[config.mk]
export PLATFORM = sky130hd
export DESIGN_NAME = dummy_instr_top
export DESIGN_NICKNAME = d
export VERILOG_FILES = /design/src/hw/dummy_pkg.sv /design/src/hw/dummy_csr.sv /design/src/hw/dummy_insert_ctrl.sv /design/src/hw/dummy_instr_top.sv /design/src/hw/dummy_lfsr.sv
export SDC_FILE = /design/constraint.sdc
export NUM_CORES = 1
export LEC_CHECK = 0
export BUFFER_PORTS_ARGS = -buffer_cell sky130_fd_sc_hd__buf_2
export CAP_MARGIN = 25
export CELL_PAD_IN_SITES_DETAIL_PLACEMENT = 0
export CELL_PAD_IN_SITES_GLOBAL_PLACEMENT = 1
export CORE_ASPECT_RATIO = 1.4
export CORE_MARGIN = 4
export CORE_UTILIZATION = 47
export CTS_BUF_LIST = sky130_fd_sc_hd__clkbuf_4 sky130_fd_sc_hd__clkbuf_8
export DETAILED_ROUTE_END_ITERATION = 8
export PLACE_DENSITY = 0.95
export SYNTH_ARGS = -nofsm -noshare
export SYNTH_HDL_FRONTEND = slang
export SYNTH_SLANG_ARGS = --single-unit
[constraint.sdc]
create_clock -name clk -period 4.3 [get_ports clk]
set_clock_uncertainty 0.2 [all_clocks]
set_input_delay 0.43 -clock clk [delete_from_list [all_inputs] [get_ports clk]]
set_output_delay 0.43 -clock clk [all_outputs]
set_load 0.01 [all_outputs]
[src/hw/dummy_pkg.sv]
////////////////////////////////////////
// Shared types and constants for the dummy-instruction insertion unit.
// Imported by the register block, the LFSR, the insert controller and
// the bound checker.
////////////////////////////////////////

package dummy_pkg;

  ////////////////////////////////////////
  // Sizes and constants
  ////////////////////////////////////////

  // State width of the random number generator
  localparam int unsigned LFSR_WIDTH = 32;

  // Galois feedback taps for a maximal-length 32-bit sequence
  localparam logic [LFSR_WIDTH-1:0] LFSR_TAPS = 32'h8000_0057;

  // Loaded at reset, and whenever software writes an all-zero seed
  localparam logic [LFSR_WIDTH-1:0] LFSR_DEFAULT_SEED = 32'hC0DE_5EED;

  // Instruction counter, one bit wider than the compare value so that
  // the count can pass the largest compare value without wrapping
  localparam int unsigned CNT_WIDTH = 7;

  // Width of the masked compare value taken from the LFSR state
  localparam int unsigned LFSRCNT_WIDTH = 6;

  // Largest frequency code honoured; anything above is clamped to this
  localparam logic [3:0] FREQ_MAX = 4'd4;

  ////////////////////////////////////////
  // Register types
  ////////////////////////////////////////

  // Control register, kept in bits 4:0 of the 32-bit word
  typedef struct packed {
    logic [3:0] rnddummyfreq;
    logic       rnddummy;
  } cpuctrl_t;

  // Everything the datapath needs from the registers, 37 bits
  typedef struct packed {
    cpuctrl_t          cpuctrl;
    logic [31:0]       lfsr0;
  } xsecure_ctrl_t;

  // Register select on the write and read port
  typedef enum logic {
    CSR_CPUCTRL     = 1'b0,
    CSR_SECURESEED0 = 1'b1
  } csr_sel_e;

endpackage

[src/hw/dummy_csr.sv]
////////////////////////////////////////
// Software-visible control and seed registers of the insertion unit.
// Writes land on the next edge; the next values and write strobes are
// exported so that a checker can follow software updates.
////////////////////////////////////////

`timescale 1ns/100ps

module dummy_csr import dummy_pkg::*; (
  input  logic          clk,
  input  logic          rst_n,
  input  logic          csr_we,
  input  csr_sel_e      csr_sel,
  input  logic [31:0]   csr_wdata,
  output logic [31:0]   csr_rdata,
  output xsecure_ctrl_t xsecure_ctrl,
  output logic          seed_load,
  output logic          cpuctrl_we,
  output cpuctrl_t      cpuctrl_n,
  output logic          secureseed0_we,
  output logic [31:0]   secureseed0_n
);

  // Register storage
  cpuctrl_t    cpuctrl_q;
  logic [31:0] secureseed0_q;

  ////////////////////////////////////////
  // Write decode
  ////////////////////////////////////////

  // Only the low five bits of the data word are implemented in cpuctrl
  assign cpuctrl_n     = cpuctrl_t'(csr_wdata[4:0]);
  assign secureseed0_n = csr_wdata;

  assign cpuctrl_we     = csr_we && (csr_sel == CSR_CPUCTRL);
  assign secureseed0_we = csr_we && (csr_sel == CSR_SECURESEED0);

  // The LFSR picks up the new seed on the same edge as the register
  assign seed_load = secureseed0_we;

  always_ff @(posedge clk or negedge rst_n) begin
    if (!rst_n) begin
      cpuctrl_q     <= '0;
      secureseed0_q <= '0;
    end else begin
      if (cpuctrl_we) begin
        cpuctrl_q <= cpuctrl_n;
      end
      if (secureseed0_we) begin
        secureseed0_q <= secureseed0_n;
      end
    end
  end

  ////////////////////////////////////////
  // Readback and outputs
  ////////////////////////////////////////

  // Unimplemented cpuctrl bits read as zero
  always_comb begin
    case (csr_sel)
      CSR_CPUCTRL:     csr_rdata = {27'd0, cpuctrl_q};
      CSR_SECURESEED0: csr_rdata = secureseed0_q;
      default:         csr_rdata = '0;
    endcase
  end

  assign xsecure_ctrl.cpuctrl = cpuctrl_q;
  assign xsecure_ctrl.lfsr0   = secureseed0_q;

endmodule

[src/hw/dummy_insert_ctrl.sv]
////////////////////////////////////////
// Counts issued instructions and raises a one-cycle insert pulse once
// the count passes the random compare value from the LFSR.
////////////////////////////////////////

`timescale 1ns/100ps

module dummy_insert_ctrl import dummy_pkg::*; (
  input  logic                     clk,
  input  logic                     rst_n,
  input  xsecure_ctrl_t            xsecure_ctrl,
  input  logic                     instr_issue,
  input  logic [LFSRCNT_WIDTH-1:0] lfsr_cnt,
  output logic                     dummy_insert
);

  // Issued instructions since the last insert or since enable
  logic [CNT_WIDTH-1:0] cnt_q;

  // Compare value widened to the counter width
  logic [CNT_WIDTH-1:0] cmp_val;

  logic enable;
  logic cnt_passed;
  logic cnt_inc;

  assign enable  = xsecure_ctrl.cpuctrl.rnddummy;
  assign cmp_val = CNT_WIDTH'(lfsr_cnt);

  ////////////////////////////////////////
  // Insert decision
  ////////////////////////////////////////

  // The counter reaches lfsr_cnt+1 on the edge of the last issue, so the
  // pulse shows one cycle after that edge
  assign cnt_passed   = cnt_q > cmp_val;
  assign dummy_insert = enable && cnt_passed;

  // Counting stops once the compare value is passed, which keeps the
  // counter from running past lfsr_cnt+1
  assign cnt_inc = instr_issue && !cnt_passed;

  ////////////////////////////////////////
  // Counter
  ////////////////////////////////////////

  always_ff @(posedge clk or negedge rst_n) begin
    if (!rst_n) begin
      cnt_q <= '0;
    end else if (!enable) begin
      // Held at zero while disabled so that enable restarts from zero
      cnt_q <= '0;
    end else if (dummy_insert) begin
      // Issues during the pulse are not counted
      cnt_q <= '0;
    end else if (cnt_inc) begin
      cnt_q <= cnt_q + 1'b1;
    end
  end

endmodule

[src/hw/dummy_instr_top.sv]
////////////////////////////////////////
// Dummy-instruction insertion unit, top level.
// Joins the register block, the LFSR and the insert controller; the
// insert pulse also steps the LFSR.
////////////////////////////////////////

`timescale 1ns/100ps

module dummy_instr_top import dummy_pkg::*; (
  input  logic        clk,
  input  logic        rst_n,
  input  logic        csr_we,
  input  csr_sel_e    csr_sel,
  input  logic [31:0] csr_wdata,
  output logic [31:0] csr_rdata,
  input  logic        instr_issue,
  output logic        dummy_insert
);

  // Register outputs to the datapath
  xsecure_ctrl_t xsecure_ctrl;
  logic          seed_load;

  // Next values and strobes, watched by the checker
  logic          cpuctrl_we;
  cpuctrl_t      cpuctrl_n;
  logic          secureseed0_we;
  logic [31:0]   secureseed0_n;

  // Random compare value
  logic [LFSRCNT_WIDTH-1:0] lfsr_cnt;

  dummy_csr dummy_csr_i (
    .clk            (clk),
    .rst_n          (rst_n),
    .csr_we         (csr_we),
    .csr_sel        (csr_sel),
    .csr_wdata      (csr_wdata),
    .csr_rdata      (csr_rdata),
    .xsecure_ctrl   (xsecure_ctrl),
    .seed_load      (seed_load),
    .cpuctrl_we     (cpuctrl_we),
    .cpuctrl_n      (cpuctrl_n),
    .secureseed0_we (secureseed0_we),
    .secureseed0_n  (secureseed0_n)
  );

  // Each inserted dummy moves the generator to its next value
  dummy_lfsr dummy_lfsr_i (
    .clk           (clk),
    .rst_n         (rst_n),
    .seed_load     (seed_load),
    .xsecure_ctrl  (xsecure_ctrl),
    .secureseed0_n (secureseed0_n),
    .step          (dummy_insert),
    .lfsr_cnt      (lfsr_cnt)
  );

  dummy_insert_ctrl dummy_insert_ctrl_i (
    .clk          (clk),
    .rst_n        (rst_n),
    .xsecure_ctrl (xsecure_ctrl),
    .instr_issue  (instr_issue),
    .lfsr_cnt     (lfsr_cnt),
    .dummy_insert (dummy_insert)
  );

endmodule

[src/hw/dummy_lfsr.sv]
////////////////////////////////////////
// Seedable 32-bit Galois LFSR that steps once per inserted dummy.
// Its low bits, masked by the frequency field, give the compare value.
////////////////////////////////////////

`timescale 1ns/100ps

module dummy_lfsr import dummy_pkg::*; (
  input  logic                     clk,
  input  logic                     rst_n,
  input  logic                     seed_load,
  input  xsecure_ctrl_t            xsecure_ctrl,
  input  logic [31:0]              secureseed0_n,
  input  logic                     step,
  output logic [LFSRCNT_WIDTH-1:0] lfsr_cnt
);

  logic [LFSR_WIDTH-1:0]  lfsr_q;
  logic [LFSR_WIDTH-1:0]  lfsr_step;
  logic [LFSR_WIDTH-1:0]  seed_val;
  logic [3:0]             freq_c;
  logic [LFSRCNT_WIDTH:0] mask_full;

  ////////////////////////////////////////
  // State update
  ////////////////////////////////////////

  // Shift right, then fold in the taps when a one falls out of bit 0
  assign lfsr_step = {1'b0, lfsr_q[LFSR_WIDTH-1:1]} ^ (lfsr_q[0] ? LFSR_TAPS : '0);

  // An all-zero state would lock the register, so zero means default
  assign seed_val = (secureseed0_n == '0) ? LFSR_DEFAULT_SEED : secureseed0_n;

  always_ff @(posedge clk or negedge rst_n) begin
    if (!rst_n) begin
      lfsr_q <= LFSR_DEFAULT_SEED;
    end else if (seed_load) begin
      // A seed write wins over a step in the same cycle
      lfsr_q <= seed_val;
    end else if (step && xsecure_ctrl.cpuctrl.rnddummy) begin
      lfsr_q <= lfsr_step;
    end
  end

  ////////////////////////////////////////
  // Compare value
  ////////////////////////////////////////

  // Codes above the maximum act like the maximum
  assign freq_c = (xsecure_ctrl.cpuctrl.rnddummyfreq > FREQ_MAX) ?
                  FREQ_MAX : xsecure_ctrl.cpuctrl.rnddummyfreq;

  // Mask of freq+2 ones, so 3 at code 0 up to 63 at code 4
  assign mask_full = ({{LFSRCNT_WIDTH{1'b0}}, 1'b1} << (freq_c + 4'd2)) - 1'b1;

  assign lfsr_cnt = lfsr_q[LFSRCNT_WIDTH-1:0] & mask_full[LFSRCNT_WIDTH-1:0];

endmodule

### Word-level counts from Yosys, hierarchy flattened

Cells that the tools add are included.

* bits in registers: 76
* input port bits: 37
* word-level logic and storage cells: 32

* add/sub/neg operators: 3
* $lt $le $gt $ge: 2
* equal/unequal tests: 1
* shift-type cells: 1
* multiplexer cells: 9
* bitwise operators: 3
* reduce and logical (&&, ||, !) cells: 8

Operator list (number)
* 2-to-1 mux 32 bit: 4
* case mux 32 bit (2 select lines): 1
* logical NOT 32 bit: 1
* bitwise XOR 31 x 32 -> 32 bit: 1
* 2-to-1 mux 7 bit: 3
* adder 7 x 1 -> 7 bit, second input constant: 1
* greater-than comparator 7 x 6 -> 1 bit: 1
* bitwise AND 6 bit: 1
* << shifter 1 x 4 -> 6 bit, first input constant: 1
* subtractor 6 x 1 -> 6 bit, second input constant: 1
* logical AND 1 bit: 5
* adder 4 x 2 -> 4 bit, second input constant: 1
* greater-than comparator 4 x 3 -> 1 bit, second input constant: 1
* 2-to-1 mux 4 bit: 1
* inequality test 3 x 1 -> 1 bit, second input constant: 1
* nonzero test 2 bit: 1
* logical NOT 1 bit: 1
* NOT 1 bit: 1

### Depth between registers and ports, before layout

Gate-level depths: netlist of the first run.

* word-level depth: 12
* gate-level depth with buffers: 13

### By module

Synthesis of the first run repeated with hierarchy kept, for this count alone.

* cell total of the unflattened synthesis: 393
* area, all modules: 4426.7 µm²

Modules (own cells, without submodules)
* dummy_csr: instances 1, cells each 155, area an instance 2094.5 µm²
* dummy_lfsr: instances 1, cells each 183, area an instance 1813.0 µm²
* dummy_insert_ctrl: instances 1, cells each 55, area an instance 519.2 µm²

### Worst setup path after synthesis of the first run

OpenSTA, ideal clock, no wires.

* kind: reg2out
* start point: register dummy_csr_i.cpuctrl_q (netlist bit dummy_csr_i.xsecure_ctrl[35])
* end point: output dummy_insert
* arrival: 1.907 ns
* slack: 1.763 ns
* cell stages (with the launch flop): 10
* path buffers: 1
* cells stage by stage: dfrtp_1 nor4_1 xor2_1 nand2_1 ha_1 a21oi_1 a21oi_1 o211ai_4 inv_2 clkbuf_1

* longest elaborated chain between the ends: 8

RTL lines
* start: declaration: line dummy_csr.sv:25 `cpuctrl_t cpuctrl_q;`
* start signal: assignment: line dummy_csr.sv:48 `cpuctrl_q <= cpuctrl_n;`
* greater-than comparator 4 x 3 -> 1 bit: line dummy_lfsr.sv:50 `assign freq_c = (xsecure_ctrl.cpuctrl.rnddummyfreq > FREQ_MAX) ?`
* 2-to-1 mux 4 bit *: line dummy_lfsr.sv:50
* adder 4 x 2 -> 4 bit *: line dummy_lfsr.sv:54 `assign mask_full = ({{LFSRCNT_WIDTH{1'b0}}, 1'b1} << (freq_c + 4'd2)) - 1'b1;`
* << shifter 1 x 4 -> 6 bit *: line dummy_lfsr.sv:54
* subtractor 6 x 1 -> 6 bit *: line dummy_lfsr.sv:54
* bitwise AND 6 bit *: line dummy_lfsr.sv:56 `assign lfsr_cnt = lfsr_q[LFSRCNT_WIDTH-1:0] & mask_full[LFSRCNT_WIDTH-1:0];`
* greater-than comparator 7 x 6 -> 1 bit *: line dummy_insert_ctrl.sv:36 `assign cnt_passed = cnt_q > cmp_val;`
* logical AND 1 bit *: line dummy_insert_ctrl.sv:37 `assign dummy_insert = enable && cnt_passed;`
* end: declaration: line dummy_instr_top.sv:17 `output logic dummy_insert`

Mark *: on every way between the ends. The rest lies on a longest branch, timed or not.

### Worst setup path after layout of the first run

Ends and elaborated chain as after synthesis.

==> impl_metrics.ini, run 1 <==
[worst_setup_path]
path_cells = nor4_1 -> xor2_1 -> nand2_1 -> ha_1 -> a21oi_1 -> a21oi_1 -> o211ai_4 -> buf_4 -> inv_2 -> buf_2
crit_fanout = 35
rrSetupSlack_ns = 1.21
crit_cells = 10
critPathTopFamily = buffers and inverters
crit_slowest_cell = dfrtp_1
end_kind = primary output
path_common_cell = a21oi_1
crit_path_start = dummy_csr_i.xsecure_ctrl[35]
r2r_cells = 11
critPathRequiredTime_ns = 3.67
worstPathArrival_ns = 2.98
r2r-start = dummy_csr_i.xsecure_ctrl[35]
cp-endpoint = dummy_insert
crit_type = reg -> out
critical-path-max-stage-delay_ns = 0.44
cp_num_buf_inv = 3
r2r-end = dummy_lfsr_i.lfsr_q[7]
crit_path_start_kind = flop

[power_and_ir_drop]
p_leak_nw = 2.10
total_power_mw = 1.94
powerDensity_nw_per_um2 = 445
peakVddDrop_v = 0.000278

[placement]
place.gp.congestion = 0.872
io_buffers = 69
dp.final_hpwl_um = 6100

[route]
drtIter0Drc = 268
postRouteAntennaNets = 0
wl_per_cell_um = 16.0
num_vias = 3105
avgViaCountPerCell = 5.47
wirelength_um = 9090
drt_pre_antenna_iters = 4
drc = 0

[clock_network]
cts_sinks = 76
insertion_delay_ns = 0.36
cts_tree = built
cts_root_buf = clkbuf_8
cts.path.max_buffers = 2
cts_setup_buffers = 0
cts_max_level = 3
worst_setup_hold_path_clk_slew_ns = 0.08
cts-buffers-inserted = 9

[die]
pin_count = 70
start_util_pct = 48.2
die_w_um = 83.1
coreArea_um2 = 7700
dieArea_um2 = 9400
rows = 38
die_h_um = 113

[synth]
synthFlopType = dfrtp_1
syn_area_per_cell_um2 = 9.16
yosysSeqAreaShare_pct = 51.9
synth_top_area_share_pct = 38.4
synth_most_common_cell = nand2_1
synth_common_cells = nand2_1 (105), dfrtp_1 (57), nand3_1 (36), and2_1 (28), nor2_1 (26)
ys_types = 37
ys_ff_latch = 76
async_reset_ff_share_pct = 100
synth_edf_count = 0
syn_inst = 405
synth_area_leaders = dfrtp_1 (38%), dfstp_2 (13%), nand2_1 (11%), nand3_1 (4.9%), and2_1 (4.7%)
synth_area_leader_cell = dfrtp_1
syn_area_um2 = 3710
synth_warnings = 0

[global_route]
grt_antenna_before_repair = 0
first_global_vias = 3161
grt.overflow.total = 0
grt.total_usage_pct = 19.9
grt_max_degree = 77
grt_pass1_wl_um = 15200

[finish]
fin_nets = 508
area_growth_syn_to_layout_pct = 17.2
layout-drive-gt1-share_pct = 26.1
n_antenna_cell = 0

[timing]
hold_viol = 0
tightest_slew_ns = 0.791
slew_viol_final = 0
setup_viol = 0
fmaxAchievable_mhz = 277
slew-limit-headroom_pct = 47.2
finalSetupTns_ns = 0
rsz0062_at_grt = no
post-route-min-period_ns = 3.61
finalCritPeriodShare_pct = 83.9

[worst_hold_path]
hold_class = in -> reg

[outcome]
status = complete, no violations

[run]
maxCapViolations = 0
cells in the final DEF (no fill, tap or decap), types with 2 or more instances in the layout:
master / Yosys / routed
a21oi_1: 5 / 5
and2_1: 28 / 27
buf_2: 8 / 68
buf_4: 0 / 3
clkbuf_8: 0 / 11
clkinv_2: 0 / 4
conb_1: 1 / 2
dfrtp_1: 57 / 57
dfstp_2: 19 / 19
ha_1: 8 / 8
inv_1: 2 / 2
mux2_2: 8 / 8
nand2_1: 105 / 104
nand3_1: 36 / 36
nand4_1: 4 / 4
nor2_1: 26 / 26
nor3_1: 16 / 16
nor4_1: 10 / 10
o21ai_0: 6 / 6
o311ai_0: 2 / 2
o32ai_1: 18 / 18
xnor2_1: 5 / 5
xor2_1: 6 / 6
worst register-to-register path, stage by stage, from the launching register on:
cell	delay [ns]
dfrtp_1	0.44
nor4_1	0.36
xor2_1	0.11
nand2_1	0.08
ha_1	0.24
a21oi_1	0.15
a21oi_1	0.12
o211ai_4	0.19
buf_4	0.36
inv_2	0.33
o32ai_1	0.36
nor2_1	0.08
kinds of logic (layout without fill, tap and decap cells):
group	Yosys count	count (layout)	share of synthesized area, %
other	1	2	0.101
AOI/OAI and AO/OA	38	38	8.13
muxes	9	9	2.70
xor gates and xnor gates	11	11	2.60
adders and majority gates	8	8	2.70
DFF	76	76	51.9
buffers and inverters	31	93	3.41
and+or+nand+nor	231	231	28.5
layout make-up:
cell class              instances  area [µm²]
clock buffers                  11         151
inverters                       3        11.3
flip-flops and latches         76        1930
fillers                       721        3350
multi-input cells             299        1670
clock inverters                 5        50.0
well taps                     100         125
repair buffers                 74         420
report_power, final:
group	switching, mW	internal (mW)	leakage (nW)
Clock	0.270	0.296	0.109
Combinational	0.221	0.178	1.08
Sequential	0.0913	0.882	0.912
routing by layer:
layer  track usage [%]  vias to the layer above  wire length, µm
met5                 0                        -                0
met4              7.42                        0              163
met3              4.73                       13              318
met2              34.0                       71             4960
met1              24.6                     1525             3650
li1                  -                     1496                -
stage by stage:
step	cells	instance area (µm²)	worst slack, ns	utilization, %	hold slack, ns
after floorplan	406	3710	1.76	-	-0.0656
after global placement	549	4090	1.13	53.1	0.251
after detailed placement	549	4090	1.09	53.1	0.255
after CTS	565	4290	0.690	55.7	0.0535
after global routing	568	4350	0.413	56.5	0.0984
final	568	4350	0.693	56.5	0.102
flip-flops by register name, summed over array words and instances (netlist names):
name and flops:
dummy_csr_i.secureseed0_q 32, dummy_lfsr_i.lfsr_q 32, dummy_insert_ctrl_i.cnt_q 7, dummy_csr_i.xsecure_ctrl 5
what timing repair did:
action / 4_1_cts / 5_1_grt
hold buffers: 0 / 1
hold endpoints to repair: 0 / 57
resized for setup: 0 / 0
how the worst min path moves through the flow:
stage | slack [ns] | start | depth (start not counted) | to
after floorplan | -0.07 | rst_n | 0 | dummy_csr_i.secureseed0_q[0]
after global placement | 0.25 | dummy_csr_i.secureseed0_q[30] | 2 | dummy_csr_i.secureseed0_q[30]
after CTS | 0.05 | rst_n | 1 | dummy_csr_i.secureseed0_q[3]
after global routing | 0.1 | csr_wdata[18] | 3 | dummy_csr_i.secureseed0_q[18]
after detailed placement | 0.26 | dummy_csr_i.secureseed0_q[18] | 2 | dummy_csr_i.secureseed0_q[18]
final | 0.10 | csr_wdata[18] | 3 | dummy_csr_i.secureseed0_q[18]
(Power assumes the default switching activity.)
==> run 2: changes to the inputs <==
--- a/config.mk
+++ b/config.mk
@@ -5,16 +5,17 @@
 export SDC_FILE = /design/constraint.sdc
 export NUM_CORES = 1
 export LEC_CHECK = 0
+export ABC_AREA = 1
 export BUFFER_PORTS_ARGS = -buffer_cell sky130_fd_sc_hd__buf_2
 export CAP_MARGIN = 25
 export CELL_PAD_IN_SITES_DETAIL_PLACEMENT = 0
 export CELL_PAD_IN_SITES_GLOBAL_PLACEMENT = 1
 export CORE_ASPECT_RATIO = 1.4
 export CORE_MARGIN = 4
-export CORE_UTILIZATION = 47
+export CORE_UTILIZATION = 42
 export CTS_BUF_LIST = sky130_fd_sc_hd__clkbuf_4 sky130_fd_sc_hd__clkbuf_8
 export DETAILED_ROUTE_END_ITERATION = 8
-export PLACE_DENSITY = 0.95
+export PLACE_DENSITY = 0.9
 export SYNTH_ARGS = -nofsm -noshare
 export SYNTH_HDL_FRONTEND = slang
 export SYNTH_SLANG_ARGS = --single-unit
==> constraint.sdc (replaced) <==
create_clock -name clk -period 3.6 [get_ports clk]
set_clock_uncertainty 0.2 [all_clocks]
set_input_delay 0.36 -clock clk [delete_from_list [all_inputs] [get_ports clk]]
set_output_delay 0.36 -clock clk [all_outputs]
set_load 0.01 [all_outputs]
==> run 2 against run 1 <==
  * Synthesized cell count up 35%
  * Register-to-register slack worse by 0.31 ns
  * Worst setup slack worse by 0.18 ns
  * Utilization down 6.4 points
  * Final cell count up 27%
  * First-iteration DRC count down 36%
  * Critical endpoint unchanged
  * Largest cell class unchanged
==> impl_metrics.ini, run 2 <==
[outcome]
status = complete, no violations

[worst_setup_path]
critical-path-max-stage-delay_ns = 0.40
r2r_cells = 14
critPathTopFamily = simple AND/OR/NAND/NOR gates
cp_num_buf_inv = 3
crit_path_start = dummy_csr_i.xsecure_ctrl[35]
critPathRequiredTime_ns = 3.04
path_cells = nor2_1 -> nand2_1 -> inv_1 -> a21oi_1 -> o211ai_1 -> ha_1 -> nand2_1 -> nor2_2 -> nand2_1 -> nand2_2 -> nand3_4 -> inv_2 -> buf_2
crit_path_start_kind = flop
crit_fanout = 23
r2r-start = dummy_csr_i.xsecure_ctrl[35]
end_kind = primary output
worstPathArrival_ns = 2.53
crit_type = reg -> out
crit_cells = 13
path_common_cell = nand2_1
crit_slowest_cell = dfrtp_1

[route]
wirelength_um = 9210
wl_met1_um = 4040
postRouteAntennaNets = 0
wl_per_cell_um = 12.7
avgViaCountPerCell = 4.91
dr.max_layer_used = met4
drc = 0
wl_met2_um = 4590
num_vias = 3548
drt_pre_antenna_iters = 4
met3WireLength_um = 374
drtIter0Drc = 172

[finish]
layout-drive-gt1-share_pct = 21.5
top_regs = dummy_csr_i.secureseed0_q: 32 flops, dummy_lfsr_i.lfsr_q: 32 flops, dummy_insert_ctrl_i.cnt_q: 7 flops
fill_cells = 961
area_growth_syn_to_layout_pct = 16.3
fin_nets = 653
n_antenna_cell = 0
layout_commonest_cell = nand2_1
final_cell_mix = nand2_1 (207), buf_2 (68), inv_1 (64), dfrtp_1 (57), nor2_1 (51)

[synth]
async_reset_ff_share_pct = 100
syn_inst = 545
syn_area_um2 = 4070
synth_top_area_share_pct = 35.0
synth_most_common_cell = nand2_1
synth_warnings = 0
synth_common_cells = nand2_1 (207), inv_1 (64), dfrtp_1 (57), nor2_1 (51), nand3_1 (38)
synthFlopType = dfrtp_1
synth_edf_count = 0
syn_area_per_cell_um2 = 7.48
yosysSeqAreaShare_pct = 47.3
synth_area_leaders = dfrtp_1 (35%), nand2_1 (19%), dfstp_2 (12%), inv_1 (5.9%), nor2_1 (4.7%)
ys_types = 34
ys_ff_latch = 76
synth_area_leader_cell = dfrtp_1

[clock_network]
cts_root_buf = clkbuf_8
cts.path.max_buffers = 2
worst_setup_hold_path_clk_slew_ns = 0.08
insertion_delay_ns = 0.36
cts_sinks = 76
post_cts_resized = 0
cts-buffers-inserted = 9
cts_max_level = 3
cts_tree = built

[power_and_ir_drop]
peakVddDrop_v = 0.000255
p_leak_nw = 2.66
total_power_mw = 3.08
powerDensity_nw_per_um2 = 649

[timing]
finalSetupTns_ns = 0
fmaxAchievable_mhz = 324
hold_viol = 0
rsz0062_at_grt = no
tightest_slew_ns = 0.674
slew_viol_final = 0
slew-limit-headroom_pct = 55.0
finalCritPeriodShare_pct = 85.8
post-route-min-period_ns = 3.09
setup_viol = 0

[die]
rows = 42
start_util_pct = 43.1
die_w_um = 91.2
die_h_um = 125
coreArea_um2 = 9460
dieArea_um2 = 11400
pin_count = 70

[global_route]
grt.overflow.total = 0
grt_max_degree = 77
grt_antenna_before_repair = 0
grt_pass1_wl_um = 15800
first_global_vias = 3386
grt.total_usage_pct = 17.0

[placement]
place.gp.congestion = 0.780
dp.final_hpwl_um = 6370
io_buffers = 69

[worst_hold_path]
hold_class = in -> reg
holdPathStages = 3
hp-start = csr_wdata[10]

[run]
maxCapViolations = 0
## run 2: worst register-to-register path: stages, from the launching register on
cell and delay [ns]:
dfrtp_1 0.40, nor2_1 0.08, nand2_1 0.11, inv_1 0.07, a21oi_1 0.11, o211ai_1 0.09, ha_1 0.30, nand2_1 0.06
nor2_2 0.13, nand2_1 0.08, nand2_2 0.08, nand3_4 0.25, nand2_4 0.45, nand2_1 0.13, o21ai_2 0.07
## run 2: worst paths after layout
path,endpoint,slack (ns)
max,dummy_insert,0.51
min,dummy_csr_i.secureseed0_q[10],0.03
max reg2reg,dummy_lfsr_i.lfsr_q[13],0.90
min reg2reg,dummy_csr_i.secureseed0_q[8],0.28
max in group asynchronous,dummy_lfsr_i.lfsr_q[17],2.49
min in group asynchronous,dummy_csr_i.secureseed0_q[9],0.14
## run 2: final cells by class
| type | count | area [µm²] | area share [%] |
|---|---|---|---|
| Clock inverter | 6 | 111 | 2.35 |
| Tap cell | 110 | 138 | 2.90 |
| Timing Repair Buffer | 74 | 408 | 8.61 |
| Clock buffer | 10 | 138 | 2.90 |
| Multi-Input combinational cell | 381 | 1770 | 37.4 |
| Inverter | 66 | 248 | 5.23 |
| Sequential cell | 76 | 1930 | 40.6 |
## run 2: what timing repair did
item | in CTS | in global routing
hold endpoints to repair | 41 | 0
hold buffers | 1 | 0
setup buffers | 0 | 0
## run 2: layer usage
metal	up-vias	GRT usage [%]
met3	16	3.02
met1	1649	21.0
met4	0	7.46
met2	82	29.0
li1	1801	-
met5	-	0
## run 2: per-stage QoR
step           cell area [µm²]  hold slack [ns]  instances  setup slack [ns]  utilization (%)
3_5_place_dp              4450            0.265        705             0.936             47.1
4_1_cts                   4710           0.0173        722             0.525             49.8
2_1_floorplan             4080           -0.136        546              1.46                -
3_3_place_gp              4450            0.263        705             0.994             47.1
6_report                  4740           0.0343        723             0.510             50.1
5_1_grt                   4740           0.0289        723             0.292             50.1
## run 2: kinds of logic after synthesis
kind of cell,share of synthesized area [%]
AO/OA/AOI/OAI,8.54
XOR/XNOR,1.50
adder cells (fa/ha/maj),2.46
buffers and inverters,9.37
flip-flops,47.3
other,0.0920
AND/OR/NAND/NOR,30.8
## run 2: where the power goes
group	total (mW)	internal (mW)	leakage, nW	switching [mW]
clock network	0.802	0.479	0.122	0.323
registers	1.28	1.15	0.908	0.126
logic	0.998	0.374	1.63	0.624
